[src/hdl/mps_axi_pkg.sv]
`default_nettype none

package mps_axi_pkg;

	// bus widths of the host register port
	localparam int AXI_ADDR_W = 32;
	localparam int AXI_DATA_W = 32;
	localparam int AXI_STRB_W = AXI_DATA_W / 8;

	// AXI response codes
	localparam logic [1:0] AXI_RESP_OKAY   = 2'b00;
	localparam logic [1:0] AXI_RESP_SLVERR = 2'b10;   // partial write, bad offset, busy tx

endpackage

`default_nettype wire

[src/hdl/mps_uart_pkg.sv]
`default_nettype none

package mps_uart_pkg;

	// each channel owns a 16 byte window
	localparam int CHAN_STRIDE_BITS = 4;

	// register offsets inside a channel window
	localparam logic [CHAN_STRIDE_BITS-1:0] REG_DATA   = 4'h0;   // tx on write, rx pop on read
	localparam logic [CHAN_STRIDE_BITS-1:0] REG_STATUS = 4'h4;   // read clears sticky flags
	localparam logic [CHAN_STRIDE_BITS-1:0] REG_CTRL   = 4'h8;

	// status word bit positions
	localparam int STAT_TX_BUSY   = 0;
	localparam int STAT_RX_VALID  = 1;
	localparam int STAT_OVERRUN   = 2;
	localparam int STAT_FRAME_ERR = 3;

	// one register word, seen as a tx byte or as the control word
	typedef union packed {
		struct packed {
			logic [23:0] rsvd;
			logic [7:0]  tx_byte;
		} data;
		struct packed {
			logic [15:0] divisor;   // bit period in core_clk cycles
			logic [13:0] rsvd;
			logic        irq_en;
			logic        enable;
		} ctrl;
	} mps_reg_word_u;

endpackage

`default_nettype wire

[src/hdl/mps_axi_slave.sv]
`timescale 1ns/1ps
`default_nettype none

module mps_axi_slave import mps_axi_pkg::*; (
	input  logic                  core_clk,
	input  logic                  ext_rst,

	// write address and data
	input  logic                  awvalid_i,
	output logic                  awready_o,
	input  logic [AXI_ADDR_W-1:0] awaddr_i,
	input  logic                  wvalid_i,
	output logic                  wready_o,
	input  logic [AXI_DATA_W-1:0] wdata_i,
	input  logic [AXI_STRB_W-1:0] wstrb_i,

	// write response
	output logic                  bvalid_o,
	input  logic                  bready_i,
	output logic [1:0]            bresp_o,

	// read address
	input  logic                  arvalid_i,
	output logic                  arready_o,
	input  logic [AXI_ADDR_W-1:0] araddr_i,

	// read response
	output logic                  rvalid_o,
	input  logic                  rready_i,
	output logic [AXI_DATA_W-1:0] rdata_o,
	output logic [1:0]            rresp_o,

	// register strobe side
	output logic [AXI_ADDR_W-1:0] reg_addr_o,
	output logic [AXI_DATA_W-1:0] reg_wdata_o,
	output logic                  reg_wr_o,
	output logic                  reg_rd_o,
	input  logic [AXI_DATA_W-1:0] reg_rdata_i,
	input  logic                  reg_err_i
);

	logic aw_hs;    // AW and W accepted together
	logic ar_hs;
	logic wr_full;  // all byte lanes enabled

	// one read response outstanding at most
	assign arready_o = ~rvalid_o;
	assign ar_hs     = arvalid_i & arready_o;

	// the strobe path is shared, a read in the same cycle holds the write off
	assign aw_hs     = awvalid_i & wvalid_i & ~bvalid_o & ~ar_hs;
	assign awready_o = aw_hs;
	assign wready_o  = aw_hs;

	assign wr_full = &wstrb_i;

	assign reg_addr_o  = ar_hs ? araddr_i : awaddr_i;
	assign reg_wdata_o = wdata_i;
	assign reg_wr_o    = aw_hs & wr_full;   // partial writes never reach a channel
	assign reg_rd_o    = ar_hs;

	// write response, held until the master takes it
	always_ff @(posedge core_clk or posedge ext_rst) begin
		if (ext_rst) begin
			bvalid_o <= 1'b0;
			bresp_o  <= AXI_RESP_OKAY;
		end else if (aw_hs) begin
			bvalid_o <= 1'b1;
			if (!wr_full || reg_err_i)
				bresp_o <= AXI_RESP_SLVERR;
			else
				bresp_o <= AXI_RESP_OKAY;
		end else if (bready_i) begin
			bvalid_o <= 1'b0;
		end
	end

	// read response control
	always_ff @(posedge core_clk or posedge ext_rst) begin
		if (ext_rst) begin
			rvalid_o <= 1'b0;
			rresp_o  <= AXI_RESP_OKAY;
		end else if (ar_hs) begin
			rvalid_o <= 1'b1;
			rresp_o  <= reg_err_i ? AXI_RESP_SLVERR : AXI_RESP_OKAY;
		end else if (rready_i) begin
			rvalid_o <= 1'b0;
		end
	end

	// read data captured once per handshake, stable while rvalid_o is up
	always_ff @(posedge core_clk) begin
		if (ar_hs)
			rdata_o <= reg_rdata_i;
	end

endmodule

`default_nettype wire

[src/hdl/mps_port.sv]
`timescale 1ns/1ps
`default_nettype none

module mps_port import mps_uart_pkg::*; #(
	parameter logic [15:0] DEFAULT_DIV = 16'd868
) (
	input  logic                        core_clk,
	input  logic                        ext_rst,

	// register access
	input  logic                        sel_i,
	input  logic                        wr_i,
	input  logic                        rd_i,
	input  logic [CHAN_STRIDE_BITS-1:0] offset_i,
	input  mps_reg_word_u               wdata_i,
	output logic [31:0]                 rdata_o,
	output logic                        err_o,

	// serial line
	input  logic                        rxd_i,
	output logic                        txd_o,

	output logic                        irq_o
);

	logic [15:0] ctrl_div;
	logic        ctrl_en;
	logic        ctrl_irq_en;

	logic        wr_data;
	logic        wr_ctrl;
	logic        rd_data;
	logic        rd_stat;

	logic        tx_busy;
	logic        tx_start;
	logic        tx_tick;
	logic [15:0] tx_cnt;
	logic [3:0]  tx_bit;
	logic [8:0]  tx_shift;   // data bits then stop bit

	logic [1:0]  rx_sync;
	logic        rx_prev;
	logic        rx_busy;
	logic        rx_mid;
	logic        rx_tick;
	logic        rx_stop;
	logic        rx_load;
	logic [15:0] rx_cnt;
	logic [3:0]  rx_bit;
	logic [7:0]  rx_shift;
	logic [7:0]  rx_byte;
	logic        rx_valid;
	logic        overrun;
	logic        frame_err;

	assign wr_data = sel_i & wr_i & (offset_i == REG_DATA);
	assign wr_ctrl = sel_i & wr_i & (offset_i == REG_CTRL);
	assign rd_data = sel_i & rd_i & (offset_i == REG_DATA);
	assign rd_stat = sel_i & rd_i & (offset_i == REG_STATUS);

	// control register
	always_ff @(posedge core_clk or posedge ext_rst) begin
		if (ext_rst) begin
			ctrl_div    <= DEFAULT_DIV;
			ctrl_en     <= 1'b1;
			ctrl_irq_en <= 1'b0;
		end else if (wr_ctrl) begin
			ctrl_div    <= wdata_i.ctrl.divisor;
			ctrl_en     <= wdata_i.ctrl.enable;
			ctrl_irq_en <= wdata_i.ctrl.irq_en;
		end
	end

	// transmitter
	assign tx_start = wr_data & ~tx_busy & ctrl_en;   // busy write is dropped
	assign tx_tick  = tx_busy & (tx_cnt == ctrl_div - 16'd1);

	always_ff @(posedge core_clk or posedge ext_rst) begin
		if (ext_rst) begin
			tx_busy <= 1'b0;
			tx_cnt  <= '0;
			tx_bit  <= '0;
			txd_o   <= 1'b1;
		end else if (tx_start) begin
			tx_busy <= 1'b1;
			tx_cnt  <= '0;
			tx_bit  <= '0;
			txd_o   <= 1'b0;   // start bit
		end else if (tx_busy) begin
			tx_cnt <= tx_tick ? '0 : tx_cnt + 16'd1;
			if (tx_tick) begin
				txd_o <= tx_shift[0];
				if (tx_bit == 4'd9)
					tx_busy <= 1'b0;   // end of stop bit
				else
					tx_bit <= tx_bit + 4'd1;
			end
		end
	end

	always_ff @(posedge core_clk) begin
		if (tx_start)
			tx_shift <= {1'b1, wdata_i.data.tx_byte};
		else if (tx_tick)
			tx_shift <= {1'b1, tx_shift[8:1]};   // ones fill in behind
	end

	// receiver, sampled at mid bit
	assign rx_mid  = rx_busy & (rx_cnt == (ctrl_div >> 1));
	assign rx_tick = rx_busy & (rx_cnt == ctrl_div - 16'd1);
	assign rx_stop = rx_mid & (rx_bit == 4'd9);
	assign rx_load = rx_stop & rx_sync[1] & ~(rx_valid & ~rd_data);

	always_ff @(posedge core_clk or posedge ext_rst) begin
		if (ext_rst) begin
			rx_sync <= 2'b11;
			rx_prev <= 1'b1;
			rx_busy <= 1'b0;
			rx_cnt  <= '0;
			rx_bit  <= '0;
		end else begin
			rx_sync <= {rx_sync[0], rxd_i};
			rx_prev <= rx_sync[1];
			if (!rx_busy) begin
				if (ctrl_en && rx_prev && !rx_sync[1]) begin   // falling edge
					rx_busy <= 1'b1;
					rx_cnt  <= '0;
					rx_bit  <= '0;
				end
			end else begin
				rx_cnt <= rx_tick ? '0 : rx_cnt + 16'd1;
				if (rx_tick)
					rx_bit <= rx_bit + 4'd1;
				// a high start sample was a glitch
				if (rx_mid && ((rx_bit == 4'd0 && rx_sync[1]) || rx_bit == 4'd9))
					rx_busy <= 1'b0;
			end
		end
	end

	always_ff @(posedge core_clk) begin
		if (rx_mid && rx_bit != 4'd0 && rx_bit != 4'd9)
			rx_shift <= {rx_sync[1], rx_shift[7:1]};   // lsb first
		if (rx_load)
			rx_byte <= rx_shift;
	end

	// holding register state and sticky flags
	always_ff @(posedge core_clk or posedge ext_rst) begin
		if (ext_rst) begin
			rx_valid  <= 1'b0;
			overrun   <= 1'b0;
			frame_err <= 1'b0;
		end else begin
			if (rd_data)
				rx_valid <= 1'b0;
			if (rd_stat) begin
				overrun   <= 1'b0;
				frame_err <= 1'b0;
			end
			if (rx_stop) begin
				if (!rx_sync[1])
					frame_err <= 1'b1;   // byte discarded
				else if (rx_valid && !rd_data)
					overrun <= 1'b1;     // old byte kept
				else
					rx_valid <= 1'b1;
			end
		end
	end

	// read mux and error
	always_comb begin
		rdata_o = '0;
		err_o   = 1'b0;
		case (offset_i)
			REG_DATA: begin
				rdata_o[7:0] = rx_valid ? rx_byte : 8'h00;
				err_o        = wr_i & tx_busy;
			end
			REG_STATUS: begin
				rdata_o[STAT_TX_BUSY]   = tx_busy;
				rdata_o[STAT_RX_VALID]  = rx_valid;
				rdata_o[STAT_OVERRUN]   = overrun;
				rdata_o[STAT_FRAME_ERR] = frame_err;
			end
			REG_CTRL: rdata_o = {ctrl_div, 14'h0, ctrl_irq_en, ctrl_en};
			default: err_o = 1'b1;   // unknown offset
		endcase
	end

	assign irq_o = rx_valid & ctrl_irq_en;

endmodule

`default_nettype wire

[src/hdl/mps_top.sv]
`timescale 1ns/1ps
`default_nettype none

module mps_top import mps_axi_pkg::*, mps_uart_pkg::*; #(
	parameter int          NUM_PORTS   = 4,
	parameter logic [15:0] DEFAULT_DIV = 16'd868
) (
	input  logic                  core_clk,
	input  logic                  ext_rst,

	input  logic                  awvalid_i,
	output logic                  awready_o,
	input  logic [AXI_ADDR_W-1:0] awaddr_i,
	input  logic                  wvalid_i,
	output logic                  wready_o,
	input  logic [AXI_DATA_W-1:0] wdata_i,
	input  logic [AXI_STRB_W-1:0] wstrb_i,
	output logic                  bvalid_o,
	input  logic                  bready_i,
	output logic [1:0]            bresp_o,
	input  logic                  arvalid_i,
	output logic                  arready_o,
	input  logic [AXI_ADDR_W-1:0] araddr_i,
	output logic                  rvalid_o,
	input  logic                  rready_i,
	output logic [AXI_DATA_W-1:0] rdata_o,
	output logic [1:0]            rresp_o,

	input  logic [NUM_PORTS-1:0]  rxd_i,
	output logic [NUM_PORTS-1:0]  txd_o,
	output logic                  irq_o
);

	localparam int IDX_W = AXI_ADDR_W - CHAN_STRIDE_BITS;

	logic [AXI_ADDR_W-1:0] reg_addr;
	logic [AXI_DATA_W-1:0] reg_wdata;
	logic                  reg_wr;
	logic                  reg_rd;
	logic [AXI_DATA_W-1:0] reg_rdata;
	logic                  reg_err;

	logic [IDX_W-1:0]            chan_idx;
	logic [CHAN_STRIDE_BITS-1:0] offset;
	logic                        in_range;

	logic [NUM_PORTS-1:0]                 port_sel;
	logic [NUM_PORTS-1:0][AXI_DATA_W-1:0] port_rdata;
	logic [NUM_PORTS-1:0]                 port_err;
	logic [NUM_PORTS-1:0]                 port_irq;

	mps_axi_slave u_axi (
		.core_clk(core_clk),
		.ext_rst(ext_rst),
		.awvalid_i(awvalid_i),
		.awready_o(awready_o),
		.awaddr_i(awaddr_i),
		.wvalid_i(wvalid_i),
		.wready_o(wready_o),
		.wdata_i(wdata_i),
		.wstrb_i(wstrb_i),
		.bvalid_o(bvalid_o),
		.bready_i(bready_i),
		.bresp_o(bresp_o),
		.arvalid_i(arvalid_i),
		.arready_o(arready_o),
		.araddr_i(araddr_i),
		.rvalid_o(rvalid_o),
		.rready_i(rready_i),
		.rdata_o(rdata_o),
		.rresp_o(rresp_o),
		.reg_addr_o(reg_addr),
		.reg_wdata_o(reg_wdata),
		.reg_wr_o(reg_wr),
		.reg_rd_o(reg_rd),
		.reg_rdata_i(reg_rdata),
		.reg_err_i(reg_err)
	);

	// channel index above the window, offset inside it
	assign chan_idx = reg_addr[AXI_ADDR_W-1:CHAN_STRIDE_BITS];
	assign offset   = reg_addr[CHAN_STRIDE_BITS-1:0];
	assign in_range = chan_idx < IDX_W'(NUM_PORTS);

	for (genvar i = 0; i < NUM_PORTS; i++) begin : g_port
		assign port_sel[i] = in_range & (chan_idx == IDX_W'(i));

		mps_port #(
			.DEFAULT_DIV(DEFAULT_DIV)
		) u_port (
			.core_clk(core_clk),
			.ext_rst(ext_rst),
			.sel_i(port_sel[i]),
			.wr_i(reg_wr),
			.rd_i(reg_rd),
			.offset_i(offset),
			.wdata_i(reg_wdata),
			.rdata_o(port_rdata[i]),
			.err_o(port_err[i]),
			.rxd_i(rxd_i[i]),
			.txd_o(txd_o[i]),
			.irq_o(port_irq[i])
		);
	end

	// out of range gives SLVERR and zero data
	always_comb begin
		reg_rdata = '0;
		reg_err   = ~in_range;
		for (int i = 0; i < NUM_PORTS; i++) begin
			if (port_sel[i]) begin
				reg_rdata = port_rdata[i];
				reg_err   = port_err[i];
			end
		end
	end

	assign irq_o = |port_irq;   // one request for all channels

endmodule

`default_nettype wire

[config.mk]
export PLATFORM = sky130hd
export DESIGN_NAME = mps_top
export DESIGN_NICKNAME = d
export VERILOG_FILES = /design/src/hdl/mps_axi_pkg.sv /design/src/hdl/mps_uart_pkg.sv /design/src/hdl/mps_axi_slave.sv /design/src/hdl/mps_port.sv /design/src/hdl/mps_top.sv
export SDC_FILE = /design/constraint.sdc
export NUM_CORES = 1
export LEC_CHECK = 0
export ABC_CLOCK_PERIOD_IN_PS = 8700
export BUFFER_PORTS_ARGS = -buffer_cell sky130_fd_sc_hd__buf_2
export CELL_PAD_IN_SITES_DETAIL_PLACEMENT = 0
export CELL_PAD_IN_SITES_GLOBAL_PLACEMENT = 1
export CORE_UTILIZATION = 38
export DETAILED_ROUTE_END_ITERATION = 7
export HOLD_SLACK_MARGIN = 0.08
export PLACE_DENSITY_LB_ADDON = 0.1
export SETUP_SLACK_MARGIN = 0.05
export SLEW_MARGIN = 20
export SYNTH_ARGS = -nofsm -noshare
export SYNTH_HDL_FRONTEND = slang
export SYNTH_SLANG_ARGS = --single-unit
[constraint.sdc]
create_clock -name core_clk -period 8.7 [get_ports core_clk]
set_input_delay 0.435 -clock core_clk [delete_from_list [all_inputs] [get_ports core_clk]]
set_output_delay 0.435 -clock core_clk [all_outputs]
set_load 0.05 [all_outputs]
* Word-level counts from Yosys, hierarchy flattened *
Cells that the tools add are included.

word-level totals
  bits of input ports = 111
  logic and storage cells = 488
  output and inout port bits = 46
  bits in registers = 402

operators by class
  multiplexer cells = 179
  reductions and logical operators = 81
  equality and inequality tests = 37
  add/subtract/negate cells = 20
  bitwise logic cells = 93
  magnitude comparators = 1

operators by type and width
  kind                                                                           count
  16-bit two-way mux                                                             24
  32-bit two-way mux                                                             5
  16-bit by 1-bit adder with 16-bit output, second input constant                8
  16-bit equality test                                                           8
  4-bit two-way mux                                                              32
  24-bit two-way mux                                                             4
  8-bit two-way mux                                                              12
  1-bit two-way mux                                                              92
  1-bit AND                                                                      77
  16-bit by 15-bit equality test with 1-bit output                               4
  16-bit by 1-bit subtractor with 16-bit output, second input constant           4
  28-bit by 2-bit equality test with 1-bit output, second input constant         2
  4-bit one-hot mux with 3 select lines                                          4
  4-bit equality test, second input constant                                     9
  4-bit by 1-bit adder with 4-bit output, second input constant                  8
  28-bit by 1-bit equality test with 1-bit output, second input constant         1
  1-bit logical AND                                                              28
  28-bit zero test                                                               1
  28-bit by 3-bit less-than comparator with 1-bit output, second input constant  1
  2-bit nonzero test                                                             14
  4-bit zero test                                                                5
  4-bit inequality test, second input constant                                   4
  1-bit NOT                                                                      16
  2-bit AND reduction                                                            8
  12 further kinds                                                               40

* Longest topological paths before layout *
Gate-level depths: netlist of run 1.

  depth after elaboration = 13
  mapped depth = 15
  mapped depth without buffers = 10

* Cells and area by module *
A second synthesis of run 1 with hierarchy kept.

second synthesis, totals
  cell total of the unflattened synthesis = 2551
  area, all modules = 25065.3 µm²

modules (own cells, without submodules)
  module                            times used  cells an instance  seq. area each (µm²)  area an instance (µm²)
  mps_port at g_port[1].u_port ...  2           557                2409.8                5366.4
  mps_port at g_port[3].u_port      1           583                2409.8                5546.6
  mps_port at g_port[0].u_port      1           549                2409.8                5391.4
  mps_axi_slave                     1           123                1061.0                1946.9
  mps_top                           1           182                0.0                   1447.6

* Worst setup path before layout of run 1 *
Ideal clock, no wire load.

  path kind = flip-flop to flip-flop
  start point = register u_axi.rvalid_o
  end point = register g_port[0].u_port.rx_byte[0], enable pin
  path buffers = 2
  required time = 8.327 ns
  data arrival time = 3.813 ns
  setup slack = 4.514 ns
  period minus slack after synthesis = 4.186 ns
  stages on the path, launching flop included = 10
  library setup time = 0.373 ns
  cell sequence = dfrtp_1 -> nand2b_1 -> clkinv_1 -> o41ai_1 -> o21a_1 -> clkbuf_1 -> buf_1 -> nand2_1 -> o21ai_0 -> nor2b_1

on the way
  longest elaborated chain between the ends = 11

RTL lines
  what                                                                                               RTL line                      source
  start: declaration                                                                                 mps_axi_slave.sv:28           output logic rvalid_o,
  start signal: assignment                                                                           mps_axi_slave.sv:81           rvalid_o <= 1'b0;
  start signal: assignment                                                                           mps_axi_slave.sv:84           rvalid_o <= 1'b1;
  start signal: assignment                                                                           mps_axi_slave.sv:87           rvalid_o <= 1'b0;
  1-bit NOT (*)                                                                                      mps_axi_slave.sv:47           assign arready_o = ~rvalid_o;
  1-bit AND (*)                                                                                      mps_axi_slave.sv:48           assign ar_hs = arvalid_i & arready_o;
  named net g_port[0].u_port.rd_i                                                                    mps_port.sv:13                input logic rd_i,
  32-bit two-way mux                                                                                 mps_axi_slave.sv:57           assign reg_addr_o = ar_hs ? araddr_i : awaddr_i;
  28-bit by 3-bit less-than comparator with 1-bit output / 28-bit zero test (equally long branches)  mps_top.sv:83, mps_top.sv:86
  1-bit AND                                                                                          mps_top.sv:86                 assign port_sel[i] = in_range & (chan_idx == IDX_W'(i));
  1-bit AND                                                                                          mps_port.sv:59                assign rd_data = sel_i & rd_i & (offset_i == REG_DATA);
  1-bit AND (*)                                                                                      mps_port.sv:59
  1-bit NOT (*)                                                                                      mps_port.sv:113               assign rx_load = rx_stop & rx_sync[1] & ~(rx_valid & ~rd_data);
  1-bit AND (*)                                                                                      mps_port.sv:113
  1-bit NOT (*)                                                                                      mps_port.sv:113
  1-bit AND (*)                                                                                      mps_port.sv:113
  named net g_port[0].u_port.rx_load                                                                 mps_port.sv:48                logic rx_load;
  end signal: assignment                                                                             mps_port.sv:146               rx_byte <= rx_shift;
  end: declaration                                                                                   mps_port.sv:52                logic [7:0] rx_byte;

The timed path passes the listed nets; every way through them passes the cells marked *.
A chain may end at the register's enable or synchronous reset.

* Worst setup path in the final report of run 1 *
  start point = register u_axi.rvalid_o
  end point = register g_port[3].u_port.tx_cnt[11]

on the way
  longest elaborated chain between the ends = 10

RTL lines
  what                                                                            RTL line                                  source
  1-bit NOT (*)                                                                   mps_axi_slave.sv:47
  1-bit AND (*)                                                                   mps_axi_slave.sv:48
  named net g_port[0].u_port.rd_i                                                 mps_port.sv:13
  32-bit two-way mux / 1-bit NOT (equally long branches)                          mps_axi_slave.sv:57, mps_axi_slave.sv:51
  28-bit by 3-bit less-than comparator with 1-bit output (tied with other cells)  mps_top.sv:83                             assign in_range = chan_idx < IDX_W'(NUM_PORTS);
  1-bit AND (on tied branches)                                                    mps_top.sv:86, mps_axi_slave.sv:59
  1-bit AND                                                                       mps_port.sv:57                            assign wr_data = sel_i & wr_i & (offset_i == REG_DATA);
  1-bit AND (*)                                                                   mps_port.sv:57
  1-bit AND (*) (2 in series)                                                     mps_port.sv:76                            assign tx_start = wr_data & ~tx_busy & ctrl_en;
  16-bit two-way mux / 2-bit nonzero test (equally long branches)                 -
  end signal: assignment                                                          mps_port.sv:91                            tx_cnt <= tx_tick ? '0 : tx_cnt + 16'd1;
  end: declaration                                                                mps_port.sv:38                            logic [15:0] tx_cnt;

Marks and branches as above.

==> impl_table.tex, run 1 <==
\begin{tabular}{lr}
\hline
Metric & Value \\
\hline
\multicolumn{2}{l}{\textbf{Critical path}} \\
\quad Delay contributed by the slowest stage of the critical path & around 0.93 ns \\
\quad Ordered cell list for the critical path & nand2b\_1 -> clkinv\_1 -> buf\_4 -> o31ai\_1 -> and4\_1 -> o2111ai\_1 -> a21oi\_1 -> nand3\_1 -> xor2\_1 -> nor2\_1 \\
\quad CP arrival & between 5 and 6 ns \\
\quad Launching element type of the critical path & flop \\
\quad Critical path class & reg2reg \\
\quad Worst-path cell with the longest stage delay & o31ai\_1 \\
\quad Critical-path maximum fanout & 30 \\
\quad Required arrival time at the worst endpoint & 9.13 ns \\
\quad Critical path capture point type & flop \\
\multicolumn{2}{l}{\textbf{Synth}} \\
\quad Ys flop type & dfrtp\_1 \\
\quad Synthesized netlist cell count & about 2.5k \\
\quad Cell area after synthesis & 23700 um\^{}2 \\
\quad Fraction of synthesized cell area taken by the top area cell type & 0.245 \\
\quad Number of distinct library cells after synthesis & 91 \\
\quad Proportion of synthesized chip area in sequential cells & 0.441 \\
\quad Proportion of synthesized flip-flops having asynchronous set or reset & 0.694 \\
\quad Synth area leaders & dfrtp\_1, edfxtp\_1, xor2\_1 \\
\quad Register bit count reported by yosys & between 300 and 400 \\
\quad Syn. warnings & 0 \\
\quad Post-synth EDFFs & 120 \\
\quad Mean area per synthesized cell & about 9.5 um\^{}2 \\
\quad Library cell with the largest summed area after synthesis & dfrtp\_1 \\
\multicolumn{2}{l}{\textbf{Die}} \\
\quad Number of standard-cell rows in the floorplan & slightly above 90 \\
\quad Die Height & roughly 250 um \\
\quad DIE AREA & 63400 um\^{}2 \\
\quad Initial cell density of the core & 0.385 \\
\quad Die extent in x & approximately 250 um \\
\quad I/O pins & roughly 160 \\
\quad Core area & between 60000 and 70000 um\^{}2 \\
\multicolumn{2}{l}{\textbf{GRT}} \\
\quad Maximum number of pins on one net before global-route repair & $\sim$150 \\
\quad Remaining global-route overflow & 0 \\
\quad Initial antenna violation count & 0 \\
\quad Number of global-route vias before repair & around 18k \\
\quad First-pass GRT wire length & approximately 110000 um \\
\quad Total global-route track usage & 0.230 \\
\multicolumn{2}{l}{\textbf{Route}} \\
\quad Number of DRC violations after detailed-routing iteration 0 & between 1.5k and 2k \\
\quad DR DRC count & 0 \\
\quad Final routed wire length divided by cell count & 21.4 um \\
\quad Antenna-violating nets left & 0 \\
\quad Total iterations of the first detailed-routing run & 5 \\
\quad Average vias per placed instance & between 5 and 6 \\
\quad Detailed-route via count & about 19k \\
\quad Aggregate routed wire length & roughly 73000 um \\
\multicolumn{2}{l}{\textbf{Power}} \\
\quad Leakage power figure & 11.2 nW \\
\quad VDD IR-drop max & a little over 0.1 mV \\
\quad Power density cells & roughly 160 nW/um\^{}2 \\
\multicolumn{2}{l}{\textbf{STA}} \\
\quad Sum Neg Setup Slack & 0 ns \\
\quad Setup violations, final & 0 \\
\quad Unrepaired setup endpoints after global routing & false \\
\quad Ratio of final minimum period to clock period & 0.552 \\
\quad Transition time at the pin with the least slew margin & 1.17 ns \\
\quad Slew HR & 0.212 \\
\quad Maximum clock rate & between 200 and 250 MHz \\
\quad Hold Fails Final Rpt & 0 \\
\quad Worst hold slack & 0.116 ns \\
\quad Crit path time final & 4.81 ns \\
\quad Post-route clock skew & $\sim$0.020 ns \\
\quad Max-slew violation count & 0 \\
\multicolumn{2}{l}{\textbf{CTS}} \\
\quad CTS clk-pin slew, worst paths & $\sim$0.06 ns \\
\quad Post-CTS setup buffer count & 0 \\
\quad Clk\_lat worst skew & 0.60 ns \\
\quad Buffer levels on the longest clock path & 3 \\
\quad Clock tree from TritonCTS & built \\
\quad Post\_cts resized & 0 \\
\quad Clock Sink Count & between 300 and 400 \\
\quad Cell at the root of the clock tree & clkbuf\_16 \\
\quad Inserted Clock Buffers & 46 \\
\quad CTS Hold Buffers Added & 7 \\
\quad Maximum level of the CTS H-tree & 2 \\
\multicolumn{2}{l}{\textbf{Finish}} \\
\quad Post-route insts no fill & around 3.4k \\
\quad Most frequent standard cell in the layout excluding fill and tap cells & nand2\_1 \\
\quad Final layout net count & roughly 2.7k \\
\quad Fraction of final layout cells sized beyond drive strength 1 & 0.170 \\
\quad Area growth, synth to finish & 11.6\% \\
\quad Final core area utilization & 0.429 \\
\quad Top library cells by usage in the layout, fill and taps aside & nand2\_1, dfrtp\_1, nor2\_1, xor2\_1, buf\_2 \\
\quad Number of antenna repair diodes & 0 \\
\multicolumn{2}{l}{\textbf{Placed design}} \\
\quad Number of I/O port buffers & 138 \\
\quad Placed wire-length estimate after detailed placement & between 50000 and 60000 um \\
\quad GPL Wtd Cong & approximately 0.9 \\
\quad Placed cell count & 3303 \\
\multicolumn{2}{l}{\textbf{Run status}} \\
\quad Outcome & finished, final reports clean \\
\multicolumn{2}{l}{\textbf{Run}} \\
\quad Max-cap check violation count & 0 \\
\multicolumn{2}{l}{\textbf{Worst hold path}} \\
\quad Min-delay worst type & in2reg \\
\hline
\end{tabular}
-- final timing paths --
path / start / to / slack (ns) / depth (start not counted)
setup / recovery: u_axi.rvalid_o$_DFFE_PP0P_ / g_port[3].u_port.tx_cnt[11]$_DFFE_PP0P_ / 3.89 / 10
hold / removal: wvalid_i / u_axi.bvalid_o$_DFFE_PP0P_ / 0.12 / 3
setup reg to reg: u_axi.rvalid_o$_DFFE_PP0P_ / g_port[3].u_port.tx_cnt[11]$_DFFE_PP0P_ / 3.89 / 10
hold reg to reg: g_port[2].u_port.rx_sync[0]$_DFF_PP1_ / g_port[2].u_port.rx_sync[1]$_DFF_PP1_ / 0.36 / 0
max in group asynchronous: ext_rst / g_port[1].u_port.tx_cnt[5]$_DFFE_PP0P_ / 6.70 / 4
min in group asynchronous: ext_rst / g_port[0].u_port.rx_cnt[10]$_DFFE_PP0P_ / 0.59 / 3
-- kinds of logic after synthesis --
group	Yosys count	share of synthesized area
AOI/OAI and AO/OA	404	0.116
adders and majority gates	32	0.0169
muxes	101	0.0472
DFF	392	0.441
and+or+nand+nor	1015	0.217
xor gates and xnor gates	289	0.115
buffers and inverters	271	0.0479
other	1	0.000158
-- per-stage QoR --
step / setup slack (ns) / area, um^2 / power [W]
after floorplan: 0.836 / 23800 / 0.00207
after CTS: 3.96 / 26500 / 0.00421
after global routing: 3.47 / 26500 / 0.00429
after detailed placement: 3.89 / 24800 / 0.00215
after global placement: 3.94 / 24800 / 0.00215
final: 3.89 / 26500 / 0.00415
-- where the power goes --
| part | internal (W) | switching (W) | total (W) |
|---|---|---|---|
| combinational | 0.0000469 | 0.000155 | 0.000202 |
| sequential | 0.00191 | 0.00000755 | 0.00192 |
| clock | 0.00120 | 0.000832 | 0.00203 |
| total | 0.00316 | 0.000995 | 0.00415 |
-- synth_stat cells, drive strengths merged (13+ instances only) --
cell type	n
o22ai	13
nand3	103
buf	54
clkbuf	151
or2	24
nor2	203
o211ai	17
edfxtp	120
nor3	74
o2111ai	15
nand2	294
a222oi	20
dfrtp	232
a21o	17
dfstp	40
o21ai	110
and3	51
nor2b	24
xor2	153
ha	32
or3	31
mux2i	13
or4	15
inv	64
nand4	48
xnor2	123
a31oi	18
a21oi	72
o31ai	13
nor4	63
nand2b	25
mux2	88
-- routing by layer --
metal	track usage	vias to the layer above	wire length (um)
met3	0.0335	117	3900
met4	0.0715	0	2240
met2	0.357	569	32200
met1	0.330	9368	34300
met5	0	-	0
li1	-	8969	-
-- state kept, by name, summed over array words and instances (netlist names), 8 cells and up --
signal                  flops
g_port.u_port.ctrl_div     64
g_port.u_port.rx_bit       16
g_port.u_port.rx_byte      32
g_port.u_port.rx_cnt       64
g_port.u_port.rx_shift     32
g_port.u_port.rx_sync       8
g_port.u_port.tx_bit       16
g_port.u_port.tx_cnt       64
g_port.u_port.tx_shift     32
u_axi.rdata_o              24
-- critical path: cells and delay by family, from the launching register on --
| kind | cells | cell delay (ns) |
|---|---|---|
| compound gates | 3 | 2.09 |
| simple gates | 4 | 1.43 |
| buf+inv | 2 | 0.56 |
| flops | 1 | 0.38 |
| xor+xnor | 1 | 0.15 |
-- cell type report --
type / instances / area [um^2]
clock buffer: 62 / 1290
tap: 837 / 1050
inverter: 66 / 255
multi-input combinational: 1851 / 12200
fill: 6116 / 35200
sequential: 392 / 10500
timing repair buffer: 164 / 916
clock inverter: 24 / 297
Note: power is estimated with default switching activity, not from simulation.
==> run 2, diff against run 1 <==
--- a/config.mk
+++ b/config.mk
@@ -5,7 +5,7 @@
 export SDC_FILE = /design/constraint.sdc
 export NUM_CORES = 1
 export LEC_CHECK = 0
-export ABC_CLOCK_PERIOD_IN_PS = 8700
+export ABC_CLOCK_PERIOD_IN_PS = 4700
 export BUFFER_PORTS_ARGS = -buffer_cell sky130_fd_sc_hd__buf_2
 export CELL_PAD_IN_SITES_DETAIL_PLACEMENT = 0
 export CELL_PAD_IN_SITES_GLOBAL_PLACEMENT = 1
==> constraint.sdc (replaced) <==
create_clock -name core_clk -period 4.7 [get_ports core_clk]
set_input_delay 0.235 -clock core_clk [delete_from_list [all_inputs] [get_ports core_clk]]
set_output_delay 0.235 -clock core_clk [all_outputs]
set_load 0.05 [all_outputs]
==> run 2 against run 1 <==
Combinational power increased by 98%. Highest routed layer unchanged. Sequential power rose by 85%. Largest power group unchanged. Utilization up 0.76 points. Worst setup slack got worse by 3.4 ns. Critical endpoint is now g_port[2].u_port.tx_cnt[4]$_DFFE_PP0P_. Final area up 1.8%. Sequential cell count unchanged. Via count about the same. Sequential share of layout area shrank 0.69 points. Total power is 85% higher. Maximum frequency is 13% higher.
==> impl_table.tex, run 2 (same netlist as run 1, synthesis figures left out) <==
\begin{tabular}{lr}
\hline
Metric & Value \\
\hline
\multicolumn{2}{l}{\textbf{Run status}} \\
\quad Outcome & finished, final reports clean \\
\multicolumn{2}{l}{\textbf{Die}} \\
\quad I/O pins & 157 (unchanged) \\
\quad Die Height & 252 um (unchanged) \\
\quad Die extent in x & 252 um (unchanged) \\
\quad DIE AREA & 63400 um\^{}2 (unchanged) \\
\quad Initial cell density of the core & 0.385 (unchanged) \\
\quad Number of standard-cell rows in the floorplan & 91 (unchanged) \\
\quad Core area & 61700 um\^{}2 (unchanged) \\
\multicolumn{2}{l}{\textbf{Power}} \\
\quad Total Power Consumption & 0.00768 W (+85\%) \\
\quad Leakage power figure & 11.5 nW (+2.1\%) \\
\quad VDD IR-drop max & 0.239 mV (+130\%) \\
\quad Power density cells & 285 nW/um\^{}2 (+82\%) \\
\multicolumn{2}{l}{\textbf{Route}} \\
\quad Antenna-violating nets left & 0 (unchanged) \\
\quad Routed met1 length & 35400 um (+3.2\%) \\
\quad Met2 Wirelength & 33100 um (+2.8\%) \\
\quad DR DRC count & 0 (unchanged) \\
\quad Aggregate routed wire length & 74100 um (+1.9\%) \\
\quad Highest metal layer with signal wires & met4 \\
\quad Detailed-route via count & 19.0k (+0.021\%) \\
\quad Average vias per placed instance & 5.51 (-1.6\%) \\
\quad Number of DRC violations after detailed-routing iteration 0 & 1436 (-4.3\%) \\
\quad Final routed wire length divided by cell count & 21.5 um (+0.25\%) \\
\quad Met3 wire length & 3360 um (-14\%) \\
\quad Total iterations of the first detailed-routing run & 6 (+1) \\
\multicolumn{2}{l}{\textbf{GRT}} \\
\quad Maximum number of pins on one net before global-route repair & 115 (-22\%) \\
\quad Total global-route track usage & 0.235 (+0.00468) \\
\quad Number of global-route vias before repair & 18.6k (+0.97\%) \\
\quad Remaining global-route overflow & 0 (unchanged) \\
\quad Initial antenna violation count & 2 (+2) \\
\quad First-pass GRT wire length & 114000 um (+1.8\%) \\
\multicolumn{2}{l}{\textbf{Placed design}} \\
\quad GPL Wtd Cong & 0.898 (+2.1\%) \\
\quad Placed cell count & 3329 (+0.79\%) \\
\quad Placed wire-length estimate after detailed placement & 54500 um (+3.1\%) \\
\quad Number of I/O port buffers & 138 (unchanged) \\
\multicolumn{2}{l}{\textbf{CTS}} \\
\quad CTS clk-pin slew, worst paths & 0.06 ns (about the same) \\
\quad Clock tree from TritonCTS & built \\
\quad Post\_cts resized & 0 (unchanged) \\
\quad Clk\_lat worst skew & 0.62 ns (+0.02 ns) \\
\quad Cell at the root of the clock tree & clkbuf\_16 \\
\quad Buffer levels on the longest clock path & 3 (unchanged) \\
\quad Inserted Clock Buffers & 47 (+2.2\%) \\
\quad Maximum level of the CTS H-tree & 2 (unchanged) \\
\quad Clock Sink Count & 392 (unchanged) \\
\multicolumn{2}{l}{\textbf{Critical path}} \\
\quad Critical path capture point type & flop \\
\quad Critical-path maximum fanout & 9 (-70\%) \\
\quad Critical path class & reg2reg \\
\quad Launching element type of the critical path & flop \\
\quad Required arrival time at the worst endpoint & 5.20 ns (-3.93 ns) \\
\quad CP arrival & 4.74 ns (-0.50 ns) \\
\multicolumn{2}{l}{\textbf{Run}} \\
\quad Max-cap check violation count & 0 (unchanged) \\
\multicolumn{2}{l}{\textbf{STA}} \\
\quad Unrepaired setup endpoints after global routing & false \\
\quad Sum Neg Setup Slack & 0 ns (unchanged) \\
\quad Ratio of final minimum period to clock period & 0.902 (+0.349) \\
\quad Slew HR & 0.234 (+0.0226) \\
\quad Post-route clock skew & 0.0519 ns (+0.0315 ns) \\
\quad Hold Fails Final Rpt & 0 (unchanged) \\
\quad Max-slew violation count & 0 (unchanged) \\
\quad Setup violations, final & 0 (unchanged) \\
\quad Crit path time final & 4.24 ns (-0.569 ns) \\
\quad Maximum clock rate & 236 MHz (+13\%) \\
\quad Transition time at the pin with the least slew margin & 1.15 ns (-0.0280 ns) \\
\quad Worst hold slack & 0.110 ns (-0.00657 ns) \\
\multicolumn{2}{l}{\textbf{Finish}} \\
\quad Largest registers ranked by flip-flop count & g\_port.u\_port.ctrl\_div: 64 flops, g\_port.u\_port.rx\_cnt: 64 flops, g\_port.u\_port.tx\_cnt: 64 flops \\
\quad Filler instances & 6104 (-0.20\%) \\
\quad Final layout net count & 2719 (+2.1\%) \\
\quad Fraction of final layout cells sized beyond drive strength 1 & 0.174 (+0.00485) \\
\quad Final core area utilization & 0.437 (+0.00760) \\
\quad Post-route insts no fill & 3452 (+1.6\%) \\
\quad Area growth, synth to finish & 13.6\% \\
\quad Most frequent standard cell in the layout excluding fill and tap cells & nand2\_1 \\
\quad Top library cells by usage in the layout, fill and taps aside & nand2\_1, dfrtp\_1, nor2\_1, xor2\_1, buf\_2 \\
\multicolumn{2}{l}{\textbf{Worst hold path}} \\
\quad Min-delay worst type & in2reg \\
\hline
\end{tabular}
run 2: area by class of cell:
class,instances,area (um^2),area share
timing repair buffer,218,1400,0.0521
inverter,66,251,0.00933
clock buffer,67,1360,0.0506
clock inverter,20,219,0.00813
multi-input combinational,1851,12200,0.453
tap,837,1050,0.0389
antenna,1,2.50,0.0000929
sequential,392,10500,0.388
run 2: through the flow:
step,worst slack (ns),area (um^2)
after detailed placement,0.482,25000
after CTS,0.472,26900
after floorplan,0.514,23800
after global routing,0.237,26900
after global placement,0.566,25000
final,0.463,26900
run 2: worst paths after layout:
path / from / end / slack [ns] / cells past startpoint
max in group asynchronous: ext_rst / g_port[2].u_port.frame_err$_DFF_PP0_ / 3.48 / 4
worst max-delay path: g_port[2].u_port.ctrl_div[0]$_DFFE_PP0P_ / g_port[2].u_port.tx_cnt[4]$_DFFE_PP0P_ / 0.46 / 9
worst min register to register: g_port[1].u_port.rx_sync[0]$_DFF_PP1_ / g_port[1].u_port.rx_sync[1]$_DFF_PP1_ / 0.35 / 0
worst min-delay path: wdata_i[0] / g_port[3].u_port.ctrl_en$_DFFE_PP1P_ / 0.11 / 2
min in group asynchronous: ext_rst / g_port[0].u_port.rx_cnt[12]$_DFFE_PP0P_ / 0.19 / 3
worst max register to register: g_port[2].u_port.ctrl_div[0]$_DFFE_PP0P_ / g_port[2].u_port.tx_cnt[4]$_DFFE_PP0P_ / 0.46 / 9
run 2: power breakdown:
part | internal (W) | switching [W]
clock network | 0.00219 | 0.00154
registers | 0.00354 | 0.0000129
logic | 0.000106 | 0.000293
total | 0.00583 | 0.00185
run 2: critical path, cell delays in order, from the launching register on:
cell     delay, ns
dfrtp_1       0.52
inv_1         0.15
ha_1          0.35
or4b_1        0.61
nor4_1        0.54
xor3_1        0.37
or4b_2        0.72
nor3_2        0.46
nor2_1        0.16
a22o_1        0.23
run 2: repair_timing:
item | in CTS | in global routing
hold buffers | 35 | 0
hold endpoints to repair | 104 | 0
buffers inserted | 0 | 0
run 2: layer usage:
metal	up-vias	track usage
met5	-	0
met4	0	0.0738
met3	114	0.0268
met2	482	0.367
met1	9382	0.338
li1	9049	-
==> run 3, diff against run 2 <==
--- a/config.mk
+++ b/config.mk
@@ -5,6 +5,7 @@
 export SDC_FILE = /design/constraint.sdc
 export NUM_CORES = 1
 export LEC_CHECK = 0
+export ABC_AREA = 1
 export ABC_CLOCK_PERIOD_IN_PS = 4700
 export BUFFER_PORTS_ARGS = -buffer_cell sky130_fd_sc_hd__buf_2
 export CELL_PAD_IN_SITES_DETAIL_PLACEMENT = 0
@@ -13,6 +14,7 @@
 export DETAILED_ROUTE_END_ITERATION = 7
 export HOLD_SLACK_MARGIN = 0.08
 export PLACE_DENSITY_LB_ADDON = 0.1
+export REMOVE_ABC_BUFFERS = 1
 export SETUP_SLACK_MARGIN = 0.05
 export SLEW_MARGIN = 20
 export SYNTH_ARGS = -nofsm -noshare
==> run 3 against run 2 <==
Largest cell class unchanged. Final area is 4.2% higher. Maximum frequency is 21% higher. Final cell count rose by 28%. Synthesized cell count rose by 36%. Combinational power down 6.5%. Worst hold slack better by 0.0069 ns. Utilization decreased by 0.17 points. Worst setup slack gained 0.73 ns. Clock-buffer cell count decreased by 4. Wire length up 18%.
==> impl_table.tex, run 3 <==
\begin{tabular}{lr}
\hline
Metric & Value \\
\hline
\multicolumn{2}{l}{\textbf{GRT}} \\
\quad Remaining global-route overflow & 0 (unchanged) \\
\quad Number of global-route vias before repair & 21.8k (+17\%) \\
\quad Maximum number of pins on one net before global-route repair & 116 (+0.87\%) \\
\quad Initial antenna violation count & 1 (-1) \\
\quad Total global-route track usage & 0.261 (+0.0263) \\
\quad First-pass GRT wire length & 134000 um (+17\%) \\
\multicolumn{2}{l}{\textbf{CTS}} \\
\quad CTS clk-pin slew, worst paths & 0.06 ns (about the same) \\
\quad Clock Sink Count & 392 (unchanged) \\
\quad Cell at the root of the clock tree & clkbuf\_16 \\
\quad Clk\_lat worst skew & 0.62 ns (about the same) \\
\quad Maximum level of the CTS H-tree & 2 (unchanged) \\
\quad Post\_cts resized & 0 (unchanged) \\
\quad Inserted Clock Buffers & 47 (unchanged) \\
\quad Clock tree from TritonCTS & built \\
\quad Buffer levels on the longest clock path & 3 (unchanged) \\
\multicolumn{2}{l}{\textbf{Power}} \\
\quad Total Power Consumption & 0.00774 W (+0.79\%) \\
\quad Power Internal & 0.00583 W (about the same) \\
\quad VDD IR-drop max & 0.233 mV (-2.8\%) \\
\quad Switching portion of total power & 0.247 (+0.00622) \\
\quad Share of power burned in combinational logic & 0.048 (-0.004) \\
\quad Fraction of power consumed by the clock network & 0.493 (+0.007) \\
\quad Power dissipated by switching net loads & 0.00191 W (+3.4\%) \\
\quad Leakage power figure & 13.1 nW (+14\%) \\
\quad Fraction of power consumed by sequential logic & 0.459 (-0.003) \\
\quad Power density cells & 276 nW/um\^{}2 (-3.3\%) \\
\multicolumn{2}{l}{\textbf{Route}} \\
\quad Detailed-route via count & 23.4k (+23\%) \\
\quad Total iterations of the first detailed-routing run & 6 (unchanged) \\
\quad Number of DRC violations after detailed-routing iteration 0 & 2167 (+51\%) \\
\quad DR DRC count & 0 (unchanged) \\
\quad Average vias per placed instance & 5.28 (-4.1\%) \\
\quad Aggregate routed wire length & 87600 um (+18\%) \\
\quad Antenna-violating nets left & 0 (unchanged) \\
\quad Final routed wire length divided by cell count & 19.8 um (-7.8\%) \\
\multicolumn{2}{l}{\textbf{Finish}} \\
\quad Filler instances & 6745 (+11\%) \\
\quad Final layout net count & 3675 (+35\%) \\
\quad Number of antenna repair diodes & 0 (-1) \\
\quad Area taken by flip-flops and latches & 10500 um\^{}2 (unchanged) \\
\quad Final core area utilization & 0.435 (-0.00173) \\
\quad Area growth, synth to finish & 13.0\% \\
\quad Fraction of final layout cells sized beyond drive strength 1 & 0.0994 (-0.0750) \\
\quad Area occupied by multi-input gates & 12400 um\^{}2 (+1.7\%) \\
\quad Top library cells by usage in the layout, fill and taps aside & nand2\_1, inv\_1, nand3\_1, nor2\_1, dfrtp\_1 \\
\quad Most frequent standard cell in the layout excluding fill and tap cells & nand2\_1 \\
\quad Largest registers ranked by flip-flop count & g\_port.u\_port.ctrl\_div: 64 flops, g\_port.u\_port.rx\_cnt: 64 flops, g\_port.u\_port.tx\_cnt: 64 flops \\
\multicolumn{2}{l}{\textbf{Synth}} \\
\quad Post-synth EDFFs & 120 (unchanged) \\
\quad Syn. warnings & 0 (unchanged) \\
\quad Proportion of synthesized flip-flops having asynchronous set or reset & 0.694 (unchanged) \\
\quad Number of distinct library cells after synthesis & 57 (-37\%) \\
\quad Fraction of synthesized cell area taken by the top area cell type & 0.234 (-0.0110) \\
\quad Library cell with the largest summed area after synthesis & dfrtp\_1 \\
\quad Most instantiated library cell after synthesis & nand2\_1 \\
\quad Synthesized netlist cell count & 3409 (+36\%) \\
\quad Cell area after synthesis & 24900 um\^{}2 (+4.7\%) \\
\quad Synth area leaders & dfrtp\_1, nand2\_1, edfxtp\_1 \\
\quad Mean area per synthesized cell & 7.29 um\^{}2 (-23\%) \\
\quad Proportion of synthesized chip area in sequential cells & 0.421 (-0.0199) \\
\quad Synth cell count leaders & nand2\_1, inv\_1, nand3\_1 \\
\quad Register bit count reported by yosys & 392 (unchanged) \\
\quad Ys flop type & dfrtp\_1 \\
\multicolumn{2}{l}{\textbf{Placed design}} \\
\quad Placed wire-length estimate after detailed placement & 67800 um (+24\%) \\
\quad GPL Wtd Cong & 0.975 (+8.5\%) \\
\quad Worst slack after detailed placement & 1.30 ns (+0.823 ns) \\
\quad Number of I/O port buffers & 138 (unchanged) \\
\multicolumn{2}{l}{\textbf{STA}} \\
\quad Transition time at the pin with the least slew margin & 1.13 ns (-0.0148 ns) \\
\quad Max-slew violation count & 0 (unchanged) \\
\quad Setup ws final & 1.19 ns (+0.730 ns) \\
\quad Maximum clock rate & 285 MHz (+21\%) \\
\quad Post-route clock skew & 0.0191 ns (-0.0329 ns) \\
\quad Hold Fails Final Rpt & 0 (unchanged) \\
\quad Worst hold slack & 0.117 ns (+0.00689 ns) \\
\quad Crit path time final & 3.51 ns (-0.730 ns) \\
\quad Ratio of final minimum period to clock period & 0.746 (-0.155) \\
\quad Setup violations, final & 0 (unchanged) \\
\quad Slew HR & 0.244 (+0.00919) \\
\quad Unrepaired setup endpoints after global routing & false \\
\multicolumn{2}{l}{\textbf{Worst hold path}} \\
\quad Hold path start & wdata\_i[27] \\
\quad Destination of the worst hold path & g\_port[2].u\_port.ctrl\_div[11]\$\_DFFE\_PP0P\_ \\
\quad Min-delay worst type & in2reg \\
\quad Worst hold path stage count & 3 (+1) \\
\multicolumn{2}{l}{\textbf{Die}} \\
\quad Number of standard-cell rows in the floorplan & 93 (+2.2\%) \\
\quad Die extent in x & 258 um (+2.3\%) \\
\quad Initial cell density of the core & 0.385 (about the same) \\
\quad Die Height & 258 um (+2.3\%) \\
\quad DIE AREA & 66400 um\^{}2 (+4.7\%) \\
\quad I/O pins & 157 (unchanged) \\
\quad Core area & 64600 um\^{}2 (+4.6\%) \\
\multicolumn{2}{l}{\textbf{Run}} \\
\quad Max-cap check violation count & 0 (unchanged) \\
\multicolumn{2}{l}{\textbf{Critical path}} \\
\quad Required arrival time at the worst endpoint & 5.02 ns (-0.18 ns) \\
\quad Critical-path maximum fanout & 8 (-1) \\
\quad CP arrival & 3.83 ns (-0.91 ns) \\
\quad Launching element type of the critical path & flop \\
\quad Critical path capture point type & flop \\
\quad Critical path class & reg2reg \\
\quad R2R depth & 12 (+3) \\
\quad Worst flop-to-flop path endpoint & g\_port[1].u\_port.tx\_shift[3]\$\_DFFE\_PP\_ \\
\quad Reg-to-reg critical path startpoint & g\_port[1].u\_port.ctrl\_div[0]\$\_DFFE\_PP0P\_ \\
\quad Minimum setup slack among reg-to-reg paths & 1.19 ns (+0.73 ns) \\
\multicolumn{2}{l}{\textbf{Run status}} \\
\quad Outcome & finished, final reports clean \\
\hline
\end{tabular}
==> run 3: area by class of cell <==
| cell class | instances | share of cell area |
|---|---|---|
| Multi-Input combinational cell | 2534 | 0.442 |
| Sequential cell | 392 | 0.372 |
| Inverter | 372 | 0.0500 |
| Clock buffer | 63 | 0.0465 |
| Tap cell | 855 | 0.0381 |
| Clock inverter | 25 | 0.0110 |
| Timing Repair Buffer | 185 | 0.0403 |
==> run 3: how the worst max path moves through the flow <==
stage / from / to / slack, ns / cells after the start
floorplan: ext_rst / g_port[0].u_port.ctrl_div[0]$_DFFE_PP0P_ / -2.96 / 1
global placement: g_port[1].u_port.ctrl_div[0]$_DFFE_PP0P_ / g_port[1].u_port.tx_shift[5]$_DFFE_PP_ / 1.31 / 12
detailed placement: g_port[1].u_port.ctrl_div[0]$_DFFE_PP0P_ / g_port[1].u_port.tx_shift[0]$_DFFE_PP_ / 1.30 / 12
CTS: g_port[1].u_port.ctrl_div[0]$_DFFE_PP0P_ / g_port[1].u_port.tx_shift[5]$_DFFE_PP_ / 1.28 / 12
global route: g_port[1].u_port.ctrl_div[0]$_DFFE_PP0P_ / g_port[1].u_port.tx_shift[3]$_DFFE_PP_ / 1.04 / 12
finish: g_port[1].u_port.ctrl_div[0]$_DFFE_PP0P_ / g_port[1].u_port.tx_shift[3]$_DFFE_PP_ / 1.19 / 12
==> run 3: timing repair <==
action,CTS,global route
buffers inserted,0,0
endpoints found under the hold margin,158,0
hold buffers,30,0
==> run 3: worst max-delay path: stages, from the launching register on <==
cell,delay [ns]
dfrtp_1,0.49
inv_1,0.31
ha_1,0.33
inv_1,0.11
nand2_1,0.07
nand2_1,0.15
xor2_1,0.20
nor3_1,0.25
nand3_1,0.11
nor3_1,0.25
nand2_1,0.09
o31ai_1,0.53
buf_4,0.29
==> run 3: cells by family (layout without fill, tap and decap cells) <==
logic type      after synthesis  count (layout)  share of synthesized area
compound gates              378             378                     0.0846
other cells                   1              10                   0.000151
xor+xnor                    139             139                     0.0490
simple gates               1975            1975                      0.348
fa+ha+maj                    32              32                     0.0161
buf+inv                     492             645                     0.0816
flops                       392             392                      0.421
==> run 3: routing by layer <==
| layer | track usage | vias to the layer above | part of all wire |
|---|---|---|---|
| met5 | 0 | - | 0 |
| met2 | 0.410 | 642 | 0.45 |
| met3 | 0.0252 | 109 | 0.049 |
| li1 | - | 11400 | - |
| met1 | 0.383 | 11200 | 0.48 |
| met4 | 0.0695 | 0 | 0.026 |
==> run 3: per-stage QoR <==
stage,TNS (ns),instances,cell area [um^2]
finish,0,4426,28100
global route,0,4426,28100
floorplan,-721.63,3298,24300
global placement,0,4308,26200
CTS,0,4426,28100
detailed placement,0,4308,26200
==> run 3: power groups by stage <==
stage                     Sequential, W  Clock (W)  Combinational [W]
after floorplan                 0.00367          0           0.000145
after global placement          0.00361          0           0.000352
after detailed placement        0.00361          0           0.000355
after CTS                       0.00355    0.00392           0.000377
after global routing            0.00355    0.00404           0.000401
final                           0.00355    0.00382           0.000373
